File: src/rtl/vcore_pkg.sv
`default_nettype none

package vcore_pkg;

    // byte address on the external memory port
    typedef logic [26:0] addr_t;

    // one vector register or one memory line
    typedef logic [127:0] line_t;

    typedef logic [3:0] lane_mask_t;
    typedef logic [3:0] reg_idx_t;

    // all-zero word decodes as halt, so empty memory stops the core
    typedef enum logic [5:0] {
        HALT = 6'h00,
        VADD = 6'h01,
        VSUB = 6'h02,
        VAND = 6'h03,
        VOR  = 6'h04,
        VXOR = 6'h05,
        VLI  = 6'h06,
        VLD  = 6'h07,
        VST  = 6'h08,
        BEQZ = 6'h09,
        JMP  = 6'h0a
    } opcode_e;

    // raw opcode field, decode maps unknown values to HALT
    typedef struct packed {
        logic [5:0]        opcode;
        reg_idx_t          rd;
        reg_idx_t          rs1;
        reg_idx_t          rs2;
        lane_mask_t        mask;
        logic signed [9:0] imm;
    } instr_t;

    typedef struct packed {
        addr_t       addr;
        logic        we;
        line_t       wdata;
        logic [15:0] wstrb;
    } bus_req_t;

    typedef struct packed {
        opcode_e           opcode;
        reg_idx_t          rd;
        lane_mask_t        mask;
        line_t             op1;
        line_t             op2;
        logic signed [9:0] imm;
        addr_t             pc;
    } uop_t;

    typedef struct packed {
        reg_idx_t   rd;
        lane_mask_t mask;
        line_t      data;
    } wb_t;

endpackage

`default_nettype wire

File: src/rtl/fetch_unit.sv
`timescale 1ns/1ps
`default_nettype none

module fetch_unit #(
    parameter vcore_pkg::addr_t RESET_PC = '0
) (
    input  logic               clk,
    input  logic               rst_n,
    input  logic               retire,
    input  logic               redirect,
    input  vcore_pkg::addr_t   target,
    input  logic               halted,
    output vcore_pkg::bus_req_t fetch_req,
    output logic               fetch_req_valid,
    input  logic               fetch_req_ready,
    input  logic               fetch_rsp_valid,
    input  vcore_pkg::line_t   rsp_data,
    output logic               inst_valid,
    output vcore_pkg::instr_t  inst,
    output vcore_pkg::addr_t   inst_pc,
    output logic [15:0]        pc
);
    import vcore_pkg::*;

    typedef enum logic [1:0] {F_LAUNCH, F_REQ, F_WAIT, F_EXEC} fetch_state_e;

    fetch_state_e state;
    addr_t        pc_q;
    logic         req_valid;

    // line read, word picked out of the response later
    assign fetch_req.addr  = {pc_q[26:4], 4'b0000};
    assign fetch_req.we    = 1'b0;
    assign fetch_req.wdata = '0;
    assign fetch_req.wstrb = '0;
    assign fetch_req_valid = req_valid;
    assign pc              = pc_q[15:0];

    always_ff @(posedge clk) begin
        if (!rst_n) begin
            state      <= F_LAUNCH;
            pc_q       <= RESET_PC;
            req_valid  <= 1'b0;
            inst_valid <= 1'b0;
        end else begin
            inst_valid <= 1'b0;
            case (state)
                F_LAUNCH: begin
                    if (!halted) begin
                        req_valid <= 1'b1;
                        state     <= F_REQ;
                    end
                end
                F_REQ: begin
                    if (fetch_req_ready) begin
                        req_valid <= 1'b0;
                        state     <= F_WAIT;
                    end
                end
                F_WAIT: begin
                    if (fetch_rsp_valid) begin
                        inst_valid <= 1'b1;
                        state      <= F_EXEC;
                    end
                end
                F_EXEC: begin
                    // next fetch goes out right after retire
                    if (retire && !halted) begin
                        pc_q      <= redirect ? target : pc_q + addr_t'(4);
                        req_valid <= 1'b1;
                        state     <= F_REQ;
                    end
                end
                default: state <= F_LAUNCH;
            endcase
        end
    end

    always_ff @(posedge clk) begin
        if (state == F_WAIT && fetch_rsp_valid) begin
            inst    <= instr_t'(rsp_data[pc_q[3:2]*32 +: 32]);
            inst_pc <= pc_q;
        end
    end

    // stalled request must not move until the arbiter takes it
    a_req_stable: assert property (@(posedge clk) disable iff (!rst_n)
        fetch_req_valid && !fetch_req_ready |=> fetch_req_valid && $stable(fetch_req));

endmodule

`default_nettype wire

File: src/rtl/decode_regfile.sv
`timescale 1ns/1ps
`default_nettype none

module decode_regfile (
    input  logic              clk,
    input  logic              rst_n,
    input  logic              inst_valid,
    input  vcore_pkg::instr_t inst,
    input  vcore_pkg::addr_t  inst_pc,
    input  logic              wb_valid,
    input  vcore_pkg::wb_t    wb,
    output logic              uop_valid,
    output vcore_pkg::uop_t   uop
);
    import vcore_pkg::*;

    localparam int NUM_REGS  = 16;
    localparam int NUM_LANES = 4;

    line_t   regs [NUM_REGS];
    opcode_e dec_op;

    // unknown encodings fall through to halt
    always_comb begin
        case (inst.opcode)
            VADD, VSUB, VAND, VOR, VXOR,
            VLI, VLD, VST, BEQZ, JMP: dec_op = opcode_e'(inst.opcode);
            default:                  dec_op = HALT;
        endcase
    end

    // register file, lane-masked writeback
    always_ff @(posedge clk) begin
        if (!rst_n) begin
            for (int r = 0; r < NUM_REGS; r++) begin
                regs[r] <= '0;
            end
        end else if (wb_valid) begin
            for (int l = 0; l < NUM_LANES; l++) begin
                if (wb.mask[l]) begin
                    regs[wb.rd][l*32 +: 32] <= wb.data[l*32 +: 32];
                end
            end
        end
    end

    always_ff @(posedge clk) begin
        if (!rst_n) begin
            uop_valid <= 1'b0;
        end else begin
            uop_valid <= inst_valid;
        end
    end

    // operands read once per instruction
    always_ff @(posedge clk) begin
        if (inst_valid) begin
            uop.opcode <= dec_op;
            uop.rd     <= inst.rd;
            uop.mask   <= inst.mask;
            uop.op1    <= regs[inst.rs1];
            uop.op2    <= regs[inst.rs2];
            uop.imm    <= inst.imm;
            uop.pc     <= inst_pc;
        end
    end

    // nothing else is in flight while decode issues
    a_no_wb_on_issue: assert property (@(posedge clk) disable iff (!rst_n)
        inst_valid |-> !wb_valid);

endmodule

`default_nettype wire

File: src/rtl/vector_alu.sv
`timescale 1ns/1ps
`default_nettype none

module vector_alu (
    input  logic                  clk,
    input  logic                  rst_n,
    input  logic                  uop_valid,
    input  vcore_pkg::uop_t       uop,
    output logic                  wb_valid,
    output vcore_pkg::wb_t        wb,
    output logic                  mem_start,
    output vcore_pkg::addr_t      mem_addr,
    output logic                  mem_we,
    output vcore_pkg::line_t      mem_data,
    output vcore_pkg::lane_mask_t mem_mask,
    output vcore_pkg::reg_idx_t   mem_rd,
    output logic                  retire,
    output logic                  redirect,
    output vcore_pkg::addr_t      target,
    output logic                  halted
);
    import vcore_pkg::*;

    line_t lane_res;
    addr_t imm_sext;
    addr_t line_addr;
    logic  is_alu;
    logic  is_mem;
    logic  is_ctl;
    logic  is_halt;
    logic  taken;

    assign imm_sext  = {{17{uop.imm[9]}}, uop.imm};
    // imm counts 16-byte lines here
    assign line_addr = uop.op1[26:0] + (imm_sext << 4);
    assign taken     = (uop.opcode == JMP) || (uop.op1[31:0] == 32'd0);

    // per-lane ops, wrapping 32-bit
    always_comb begin
        lane_res = '0;
        for (int l = 0; l < 4; l++) begin
            case (uop.opcode)
                VADD: lane_res[l*32 +: 32] = uop.op1[l*32 +: 32] + uop.op2[l*32 +: 32];
                VSUB: lane_res[l*32 +: 32] = uop.op1[l*32 +: 32] - uop.op2[l*32 +: 32];
                VAND: lane_res[l*32 +: 32] = uop.op1[l*32 +: 32] & uop.op2[l*32 +: 32];
                VOR:  lane_res[l*32 +: 32] = uop.op1[l*32 +: 32] | uop.op2[l*32 +: 32];
                VXOR: lane_res[l*32 +: 32] = uop.op1[l*32 +: 32] ^ uop.op2[l*32 +: 32];
                VLI:  lane_res[l*32 +: 32] = {{22{uop.imm[9]}}, uop.imm};
                default: lane_res[l*32 +: 32] = 32'd0;
            endcase
        end
    end

    always_comb begin
        is_alu  = 1'b0;
        is_mem  = 1'b0;
        is_ctl  = 1'b0;
        is_halt = 1'b0;
        case (uop.opcode)
            VADD, VSUB, VAND, VOR, VXOR, VLI: is_alu = 1'b1;
            VLD, VST:                         is_mem = 1'b1;
            BEQZ, JMP:                        is_ctl = 1'b1;
            default:                          is_halt = 1'b1;
        endcase
    end

    always_ff @(posedge clk) begin
        if (!rst_n) begin
            wb_valid  <= 1'b0;
            mem_start <= 1'b0;
            retire    <= 1'b0;
            redirect  <= 1'b0;
            halted    <= 1'b0;
        end else begin
            wb_valid  <= uop_valid && is_alu;
            mem_start <= uop_valid && is_mem;
            retire    <= uop_valid && is_ctl;
            redirect  <= uop_valid && is_ctl && taken;
            // sticky until reset
            halted    <= halted || (uop_valid && is_halt);
        end
    end

    always_ff @(posedge clk) begin
        if (uop_valid) begin
            wb.rd    <= uop.rd;
            wb.mask  <= uop.mask;
            wb.data  <= lane_res;
            mem_addr <= {line_addr[26:4], 4'b0000};
            mem_we   <= (uop.opcode == VST);
            mem_data <= uop.op2;
            mem_mask <= uop.mask;
            mem_rd   <= uop.rd;
            target   <= uop.pc + (imm_sext << 2);
        end
    end

endmodule

`default_nettype wire

File: src/rtl/load_store_unit.sv
`timescale 1ns/1ps
`default_nettype none

module load_store_unit (
    input  logic                  clk,
    input  logic                  rst_n,
    input  logic                  mem_start,
    input  vcore_pkg::addr_t      mem_addr,
    input  logic                  mem_we,
    input  vcore_pkg::line_t      mem_data,
    input  vcore_pkg::lane_mask_t mem_mask,
    input  vcore_pkg::reg_idx_t   mem_rd,
    output vcore_pkg::bus_req_t   lsu_req,
    output logic                  lsu_req_valid,
    input  logic                  lsu_req_ready,
    input  logic                  lsu_rsp_valid,
    input  vcore_pkg::line_t      rsp_data,
    output logic                  wb_valid,
    output vcore_pkg::wb_t        wb,
    output logic                  retire
);
    import vcore_pkg::*;

    bus_req_t    req_q;
    reg_idx_t    rd_q;
    lane_mask_t  mask_q;
    logic        busy;
    logic        req_valid;
    logic [15:0] lane_strb;

    // four byte enables per lane
    assign lane_strb = {{4{mem_mask[3]}}, {4{mem_mask[2]}}, {4{mem_mask[1]}}, {4{mem_mask[0]}}};

    assign lsu_req       = req_q;
    assign lsu_req_valid = req_valid;

    always_ff @(posedge clk) begin
        if (!rst_n) begin
            busy      <= 1'b0;
            req_valid <= 1'b0;
            wb_valid  <= 1'b0;
            retire    <= 1'b0;
        end else begin
            wb_valid <= 1'b0;
            retire   <= 1'b0;
            if (mem_start) begin
                busy      <= 1'b1;
                req_valid <= 1'b1;
            end else if (req_valid && lsu_req_ready) begin
                req_valid <= 1'b0;
            end
            // store ack retires, load data goes to writeback
            if (busy && lsu_rsp_valid) begin
                busy     <= 1'b0;
                retire   <= req_q.we;
                wb_valid <= !req_q.we;
            end
        end
    end

    always_ff @(posedge clk) begin
        if (mem_start) begin
            req_q.addr  <= mem_addr;
            req_q.we    <= mem_we;
            req_q.wdata <= mem_data;
            req_q.wstrb <= mem_we ? lane_strb : 16'h0000;
            rd_q        <= mem_rd;
            mask_q      <= mem_mask;
        end
        if (busy && lsu_rsp_valid) begin
            wb.rd   <= rd_q;
            wb.mask <= mask_q;
            wb.data <= rsp_data;
        end
    end

    a_no_overlap: assert property (@(posedge clk) disable iff (!rst_n)
        mem_start |-> !busy);

endmodule

`default_nettype wire

File: src/rtl/mem_arbiter.sv
`timescale 1ns/1ps
`default_nettype none

module mem_arbiter #(
    parameter bit HI_PRIO_LSU = 1'b1
) (
    input  logic                clk,
    input  logic                rst_n,
    input  vcore_pkg::bus_req_t fetch_req,
    input  logic                fetch_req_valid,
    output logic                fetch_req_ready,
    input  vcore_pkg::bus_req_t lsu_req,
    input  logic                lsu_req_valid,
    output logic                lsu_req_ready,
    output vcore_pkg::bus_req_t bus_req,
    output logic                bus_req_valid,
    input  logic                bus_req_ready,
    input  logic                bus_rsp_valid,
    output logic                fetch_rsp_valid,
    output logic                lsu_rsp_valid
);

    // HOLD keeps the owner while the port stalls, WAIT until the response
    typedef enum logic [1:0] {ARB_IDLE, ARB_HOLD, ARB_WAIT} arb_state_e;

    arb_state_e state;
    logic       owner_lsu;
    logic       pick_lsu;
    logic       cur_lsu;
    logic       port_open;

    assign pick_lsu  = lsu_req_valid && (HI_PRIO_LSU || !fetch_req_valid);
    assign cur_lsu   = (state == ARB_IDLE) ? pick_lsu : owner_lsu;
    assign port_open = (state != ARB_WAIT);

    assign bus_req         = cur_lsu ? lsu_req : fetch_req;
    assign bus_req_valid   = port_open && (cur_lsu ? lsu_req_valid : fetch_req_valid);
    assign lsu_req_ready   = port_open && cur_lsu && bus_req_ready;
    assign fetch_req_ready = port_open && !cur_lsu && bus_req_ready;

    // response goes back to whoever holds the grant
    assign lsu_rsp_valid   = bus_rsp_valid && (state == ARB_WAIT) && owner_lsu;
    assign fetch_rsp_valid = bus_rsp_valid && (state == ARB_WAIT) && !owner_lsu;

    always_ff @(posedge clk) begin
        if (!rst_n) begin
            state     <= ARB_IDLE;
            owner_lsu <= 1'b0;
        end else begin
            case (state)
                ARB_IDLE: begin
                    if (bus_req_valid) begin
                        owner_lsu <= pick_lsu;
                        state     <= bus_req_ready ? ARB_WAIT : ARB_HOLD;
                    end
                end
                ARB_HOLD: begin
                    if (bus_req_ready) begin
                        state <= ARB_WAIT;
                    end
                end
                ARB_WAIT: begin
                    if (bus_rsp_valid) begin
                        state <= ARB_IDLE;
                    end
                end
                default: state <= ARB_IDLE;
            endcase
        end
    end

    // granted master keeps its request up and unchanged while the port stalls
    a_hold_stable: assert property (@(posedge clk) disable iff (!rst_n)
        state == ARB_HOLD |-> bus_req_valid && $stable(bus_req));

    // memory answers only what it accepted earlier
    a_rsp_outstanding: assert property (@(posedge clk) disable iff (!rst_n)
        bus_rsp_valid |-> state == ARB_WAIT);

endmodule

`default_nettype wire

File: src/rtl/vcore_top.sv
`timescale 1ns/1ps
`default_nettype none

module vcore_top #(
    parameter vcore_pkg::addr_t RESET_PC    = '0,
    parameter bit               HI_PRIO_LSU = 1'b1
) (
    input  logic                clk,
    input  logic                rst_n,
    output vcore_pkg::bus_req_t bus_req,
    output logic                bus_req_valid,
    input  logic                bus_req_ready,
    input  logic                bus_rsp_valid,
    input  vcore_pkg::line_t    bus_rsp_data,
    output logic                halted,
    output logic [15:0]         pc
);
    import vcore_pkg::*;

    bus_req_t   fetch_req, lsu_req;
    logic       fetch_req_valid, fetch_req_ready, fetch_rsp_valid;
    logic       lsu_req_valid, lsu_req_ready, lsu_rsp_valid;
    logic       inst_valid, uop_valid;
    instr_t     inst;
    addr_t      inst_pc;
    uop_t       uop;
    logic       alu_wb_valid, lsu_wb_valid, wb_valid;
    wb_t        alu_wb, lsu_wb, wb;
    logic       mem_start, mem_we;
    addr_t      mem_addr, target;
    line_t      mem_data;
    lane_mask_t mem_mask;
    reg_idx_t   mem_rd;
    logic       alu_retire, lsu_retire, retire, redirect;

    // one instruction in flight, so at most one source is active
    assign wb_valid = alu_wb_valid | lsu_wb_valid;
    assign wb       = lsu_wb_valid ? lsu_wb : alu_wb;
    assign retire   = alu_retire | lsu_retire | wb_valid;

    fetch_unit #(.RESET_PC(RESET_PC)) u_fetch (
        .clk, .rst_n, .retire, .redirect, .target, .halted,
        .fetch_req, .fetch_req_valid, .fetch_req_ready, .fetch_rsp_valid,
        .rsp_data(bus_rsp_data), .inst_valid, .inst, .inst_pc, .pc
    );

    decode_regfile u_decode (
        .clk, .rst_n, .inst_valid, .inst, .inst_pc, .wb_valid, .wb, .uop_valid, .uop
    );

    vector_alu u_alu (
        .clk, .rst_n, .uop_valid, .uop, .wb_valid(alu_wb_valid), .wb(alu_wb),
        .mem_start, .mem_addr, .mem_we, .mem_data, .mem_mask, .mem_rd,
        .retire(alu_retire), .redirect, .target, .halted
    );

    load_store_unit u_lsu (
        .clk, .rst_n, .mem_start, .mem_addr, .mem_we, .mem_data, .mem_mask, .mem_rd,
        .lsu_req, .lsu_req_valid, .lsu_req_ready, .lsu_rsp_valid,
        .rsp_data(bus_rsp_data), .wb_valid(lsu_wb_valid), .wb(lsu_wb), .retire(lsu_retire)
    );

    mem_arbiter #(.HI_PRIO_LSU(HI_PRIO_LSU)) u_arb (
        .clk, .rst_n, .fetch_req, .fetch_req_valid, .fetch_req_ready,
        .lsu_req, .lsu_req_valid, .lsu_req_ready, .bus_req, .bus_req_valid,
        .bus_req_ready, .bus_rsp_valid, .fetch_rsp_valid, .lsu_rsp_valid
    );

endmodule

`default_nettype wire

File: config.mk
export PLATFORM = sky130hd
export DESIGN_NAME = vcore_top
export DESIGN_NICKNAME = d
export VERILOG_FILES = /design/src/rtl/vcore_pkg.sv /design/src/rtl/fetch_unit.sv /design/src/rtl/decode_regfile.sv /design/src/rtl/vector_alu.sv /design/src/rtl/load_store_unit.sv /design/src/rtl/mem_arbiter.sv /design/src/rtl/vcore_top.sv
export SDC_FILE = /design/constraint.sdc
export NUM_CORES = 2
export LEC_CHECK = 0
export BUFFER_PORTS_ARGS = -buffer_cell sky130_fd_sc_hd__clkbuf_2
export CAP_MARGIN = 5
export CORE_ASPECT_RATIO = 1.75
export CORE_MARGIN = 2
export CORE_UTILIZATION = 55
export DETAILED_ROUTE_END_ITERATION = 10
export PLACE_DENSITY = 0.67
export REMOVE_ABC_BUFFERS = 1
export SETUP_SLACK_MARGIN = 0.2
export SLEW_MARGIN = 20
export SYNTH_ARGS = -nofsm -noshare
export SYNTH_HDL_FRONTEND = slang
export SYNTH_HIERARCHICAL = 1
export SYNTH_SLANG_ARGS = --single-unit
File: constraint.sdc
create_clock -name clk -period 10.5 [get_ports clk]
set_input_delay 0.525 -clock clk [delete_from_list [all_inputs] [get_ports clk]]
set_output_delay 0.525 -clock clk [all_outputs]
set_load 0.1 [all_outputs]
==> results.txt <==
Max-cap violations in this run came to 0. The netlist uses 106 different library cells. The overall power was 26.2 mW. Of the cells placed in the final design, the portion with a size suffix greater than 1 is 22.8%. The mean number of vias per cell was 6.89; the worst clock skew was 0.0560 ns.

The analysis attributes to cell leakage a power of 64.8 nW. The insertion delay to the later sink of the worst-skew pair was 0.94 ns. The initialized floorplan defines 265 standard-cell rows. In this run the number of H-tree levels came out at 5. The share of total power consumed by net switching is 23.4%.

The worst setup path is captured at a flip-flop. Initial antenna violation count: 67. Number of enable flip-flop cells after synthesis: 3033. The clock passes through at most 4 buffers. In this run the mean area of a mapped cell was 14.8 um2. For this run, design rule violations remaining after detail routing come to 0. The run gives 0.941 as the weighted congestion at the end of routability-driven global placement. The post-route clock period utilization works out to 58.1%. The die area is 304000 um2, and the wire length of the first global-routing pass is 790 mm. In this run the vertical extent of the chip is 727 um. Internal power comes to 20.1 mW. The via count of the first global-routing pass is 107346. The number of setup buffers added after CTS was 0. The tools report the startpoint type of the worst setup path as a flip-flop. Once placement completed, the tool counted placed cells totaling 14656. After legalization and detailed placement, the total HPWL measured 342 mm. For the maximum clock rate, the log shows 164 MHz. The share of flip-flops with an asynchronous set or reset after synthesis is 0%. The setup slack after placement is 4.62 ns, and the final routed wire length divided by cell count is 37.3 um. Setup violations remaining at the end of the flow were counted as 0. The clock share of power came out at 40.6%.

Critical setup path kind: reg -> reg. The flow ran to the end, and the final reports show no timing, DRC or antenna violations. The Yosys step of the flow raised 6 warnings.

The power share of the combinational group was 6.2%. In the global route stage, overall resource usage came out at 37.4%. The number of vias after detailed routing is 105630, and the summed instance area of the synthesized netlist is 164000 um2. The logs give 294 for the number of CTS-inserted buffers and 14211 for the number of design-rule violations left by the first detailed-router iteration. The number of nets at the end of the flow was 11763; the area share of the leading cell type in the synthesized netlist was 55.4%. The number of hold violations in the final report was 0. The sequential area share after synthesis is 55.9%. Pin placement for this block handled 322 I/O pins.

The minimum clock period is 6.10 ns. The tools report the final count of pins violating max slew as 0. In this run, flip-flops and latches consume 53.2% of the power.

Relative to the synthesized area, the layout overhead comes to 9.36%. The clock-pin slew on the worst setup and hold paths was 0.07 ns; the flip-flop and latch count after synthesis was 3077. The total negative slack was 0 ns. The net load switching power was 6.12 mW.

Setup repair after global routing left no endpoint under its margin. Synthesis produced 11103 cells. The region available for standard cell placement spans 297000 um2. The number of fill cells was 22248; the measured slew at the worst slew-check pin was 1.27 ns. The final instance count without filler cells is 15320, and the final global-route overflow total is 0. The CTS sink count is 3077.

Sorting the synthesized cells by area gives the leading types as sky130_fd_sc_hd__edfxtp_1 55%, sky130_fd_sc_hd__mux4_2 16%, sky130_fd_sc_hd__and2_1 7.9%. In this run the worst hold path is classified as in -> reg. The logs give 6.76 ns for the endpoint arrival time on the critical path and 4.40 ns for the setup slack of the critical path after layout. Highest fanout seen on the critical path: 56. The run gives 572 mm as the detailed-route wire length. Power spread over the standard cell area amounts to 146 nW/um2.

For the pin count of the biggest net entering global routing, the log shows 120. TritonCTS built the clock tree. The tools report the buffer type at the clock tree root as sky130_fd_sc_hd__clkbuf_16.

The highest ir drop seen on vdd was 0.137 mV. The cell type contributing the most total cell area after synthesis was sky130_fd_sc_hd__edfxtp_1. Once detail routing completed, the nets flagged for antenna violations numbered 0. Once the floorplan was initialized, standard cells occupied 55.3% of the core. Input and output buffers added on the ports amount to 321. For the worst slew margin relative to its limit, the log shows 15.6%. Data on the critical path is required at its endpoint by 11.16 ns. The predominant post-synthesis flop cell was sky130_fd_sc_hd__edfxtp_1. The die outline width is 417 um, and the number of iterations in the first detailed-routing pass is 6.
[final cells by class]
cell class | count | area [um2] | share of cell area (%)
multi-input combinational | 6845 | 67800 | 37.7
inverter | 309 | 1170 | 0.652
clock buffer | 357 | 7810 | 4.34
sequential | 3077 | 92000 | 51.1
clock inverter | 157 | 1380 | 0.768
tap | 3871 | 4840 | 2.69
timing repair buffer | 662 | 4730 | 2.63
antenna | 42 | 105 | 0.0584
[stage by stage]
step                hold slack [ns]  utilization [%]  cell area (um2)
global placement              0.401             57.0           169000
detailed placement            0.405             57.0           169000
CTS                         0.00653             60.4           180000
finish                       0.0541             60.5           180000
global route                 0.0128             60.4           180000
floorplan                     0.400                -           160000
[power by group through the flow]
stage          logic (mW)  clock network [mW]  registers, mW
2_1_floorplan        1.14                   0           14.2
3_3_place_gp         1.55                   0           14.1
3_5_place_dp         1.57                   0           14.2
4_1_cts              1.61                10.7           13.9
5_1_grt              1.67                11.1           13.9
6_report             1.63                10.6           13.9
[state kept, by name (all words and copies together) (netlist names), 23 cells and up]
name,count
u_decode/uop,307
u_fetch/inst_pc,27
u_fetch/inst,32
u_lsu/lsu_req,160
u_alu/target,27
u_alu/wb,128
u_alu/mem_addr,23
u_alu/mem_data,128
u_lsu/wb,136
u_decode/regs,2048
u_fetch/pc_q,27
[cells in the final DEF (no fill, tap or decap), types with 229 or more instances in the layout]
| cell type | n |
|---|---|
| sky130_fd_sc_hd__clkbuf_2 | 320 |
| sky130_fd_sc_hd__clkbuf_16 | 302 |
| sky130_fd_sc_hd__nand2_1 | 277 |
| sky130_fd_sc_hd__mux4_2 | 1191 |
| sky130_fd_sc_hd__and2_1 | 2064 |
| sky130_fd_sc_hd__edfxtp_1 | 3033 |
| sky130_fd_sc_hd__mux2_2 | 229 |
| sky130_fd_sc_hd__a21oi_1 | 323 |
| sky130_fd_sc_hd__ha_1 | 436 |
| sky130_fd_sc_hd__inv_1 | 308 |
[kinds of logic after synthesis]
group	after synthesis	synth area share (%)
AO/OA/AOI/OAI	1269	5.09
AND/OR/NAND/NOR	3073	11.0
other	3	0.00685
adder cells (fa/ha/maj)	442	3.39
flip-flops	3077	55.9
XOR/XNOR	263	1.40
multiplexers	1643	19.3
buffers and inverters	1333	3.88
[synthesized netlist by cell type (12+ instances only)]
library cell and number:
sky130_fd_sc_hd__o31ai_1 23, sky130_fd_sc_hd__nand3_1 66, sky130_fd_sc_hd__xor2_1 49, sky130_fd_sc_hd__a41oi_1 14, sky130_fd_sc_hd__o21ai_0 258, sky130_fd_sc_hd__buf_6 31, sky130_fd_sc_hd__dfxtp_1 44, sky130_fd_sc_hd__nor3b_1 15
sky130_fd_sc_hd__mux2i_1 142, sky130_fd_sc_hd__a31oi_1 48, sky130_fd_sc_hd__and3_1 34, sky130_fd_sc_hd__ha_1 436, sky130_fd_sc_hd__o22ai_1 14, sky130_fd_sc_hd__a21o_1 89, sky130_fd_sc_hd__o21ai_1 28, sky130_fd_sc_hd__o21bai_1 27
sky130_fd_sc_hd__buf_4 274, sky130_fd_sc_hd__nor2_1 230, sky130_fd_sc_hd__nand2_1 278, sky130_fd_sc_hd__edfxtp_1 3033, sky130_fd_sc_hd__mux2_2 229, sky130_fd_sc_hd__nand2b_1 36, sky130_fd_sc_hd__a22oi_1 43, sky130_fd_sc_hd__o211ai_1 16
sky130_fd_sc_hd__nor3_1 43, sky130_fd_sc_hd__a211oi_1 171, sky130_fd_sc_hd__mux4_2 1191, sky130_fd_sc_hd__o2111ai_1 59, sky130_fd_sc_hd__inv_1 308, sky130_fd_sc_hd__and2_1 2066, sky130_fd_sc_hd__nor4_1 27, sky130_fd_sc_hd__a21oi_1 323
sky130_fd_sc_hd__buf_1 41, sky130_fd_sc_hd__o221ai_1 12, sky130_fd_sc_hd__nand4_1 40, sky130_fd_sc_hd__clkbuf_1 585, sky130_fd_sc_hd__buf_2 92, sky130_fd_sc_hd__o21a_1 29, sky130_fd_sc_hd__nor2b_1 156, sky130_fd_sc_hd__mux2_1 80
sky130_fd_sc_hd__xnor2_1 214
[critical path: stages, from the launching register on]
cell,delay (ns)
sky130_fd_sc_hd__edfxtp_1,0.42
sky130_fd_sc_hd__nor2_1,0.37
sky130_fd_sc_hd__nand2_1,0.24
sky130_fd_sc_hd__nor2_4,0.65
sky130_fd_sc_hd__buf_4,0.95
sky130_fd_sc_hd__nor2_1,0.15
sky130_fd_sc_hd__xnor2_1,0.18
sky130_fd_sc_hd__ha_1,0.38
sky130_fd_sc_hd__nand4_1,0.14
sky130_fd_sc_hd__a211oi_1,0.38
sky130_fd_sc_hd__o21ai_1,0.23
sky130_fd_sc_hd__o31ai_2,0.42
sky130_fd_sc_hd__o31ai_4,0.12
sky130_fd_sc_hd__o21ai_1,0.47
sky130_fd_sc_hd__a31oi_1,0.24
sky130_fd_sc_hd__xor2_1,0.21
sky130_fd_sc_hd__o21ai_1,0.09
[metal layers]
metal,up-vias,track usage (%),part of all wire (%)
met5,-,0,0.044
met4,32,26.7,8.5
met1,54191,43.6,33
met2,7207,61.5,48
li1,42258,-,-
met3,1942,7.92,10
[final timing paths]
kind | end | depth (start not counted) | start | slack (ns)
setup / recovery | u_alu/wb[90] | 16 | u_decode/uop[306] | 4.40
setup reg to reg | u_alu/wb[90] | 16 | u_decode/uop[306] | 4.40
hold / removal | u_lsu/wb[126] | 1 | bus_rsp_data[126] | 0.05
hold reg to reg | u_lsu/lsu_req[78] | 0 | u_alu/mem_data[62] | 0.39
[repair_timing]
item                                   in CTS  in global routing
endpoints found under the hold margin     114                  0
hold buffers                              108                  0
resized for setup                           0                  0
(Power assumes the default switching activity.)
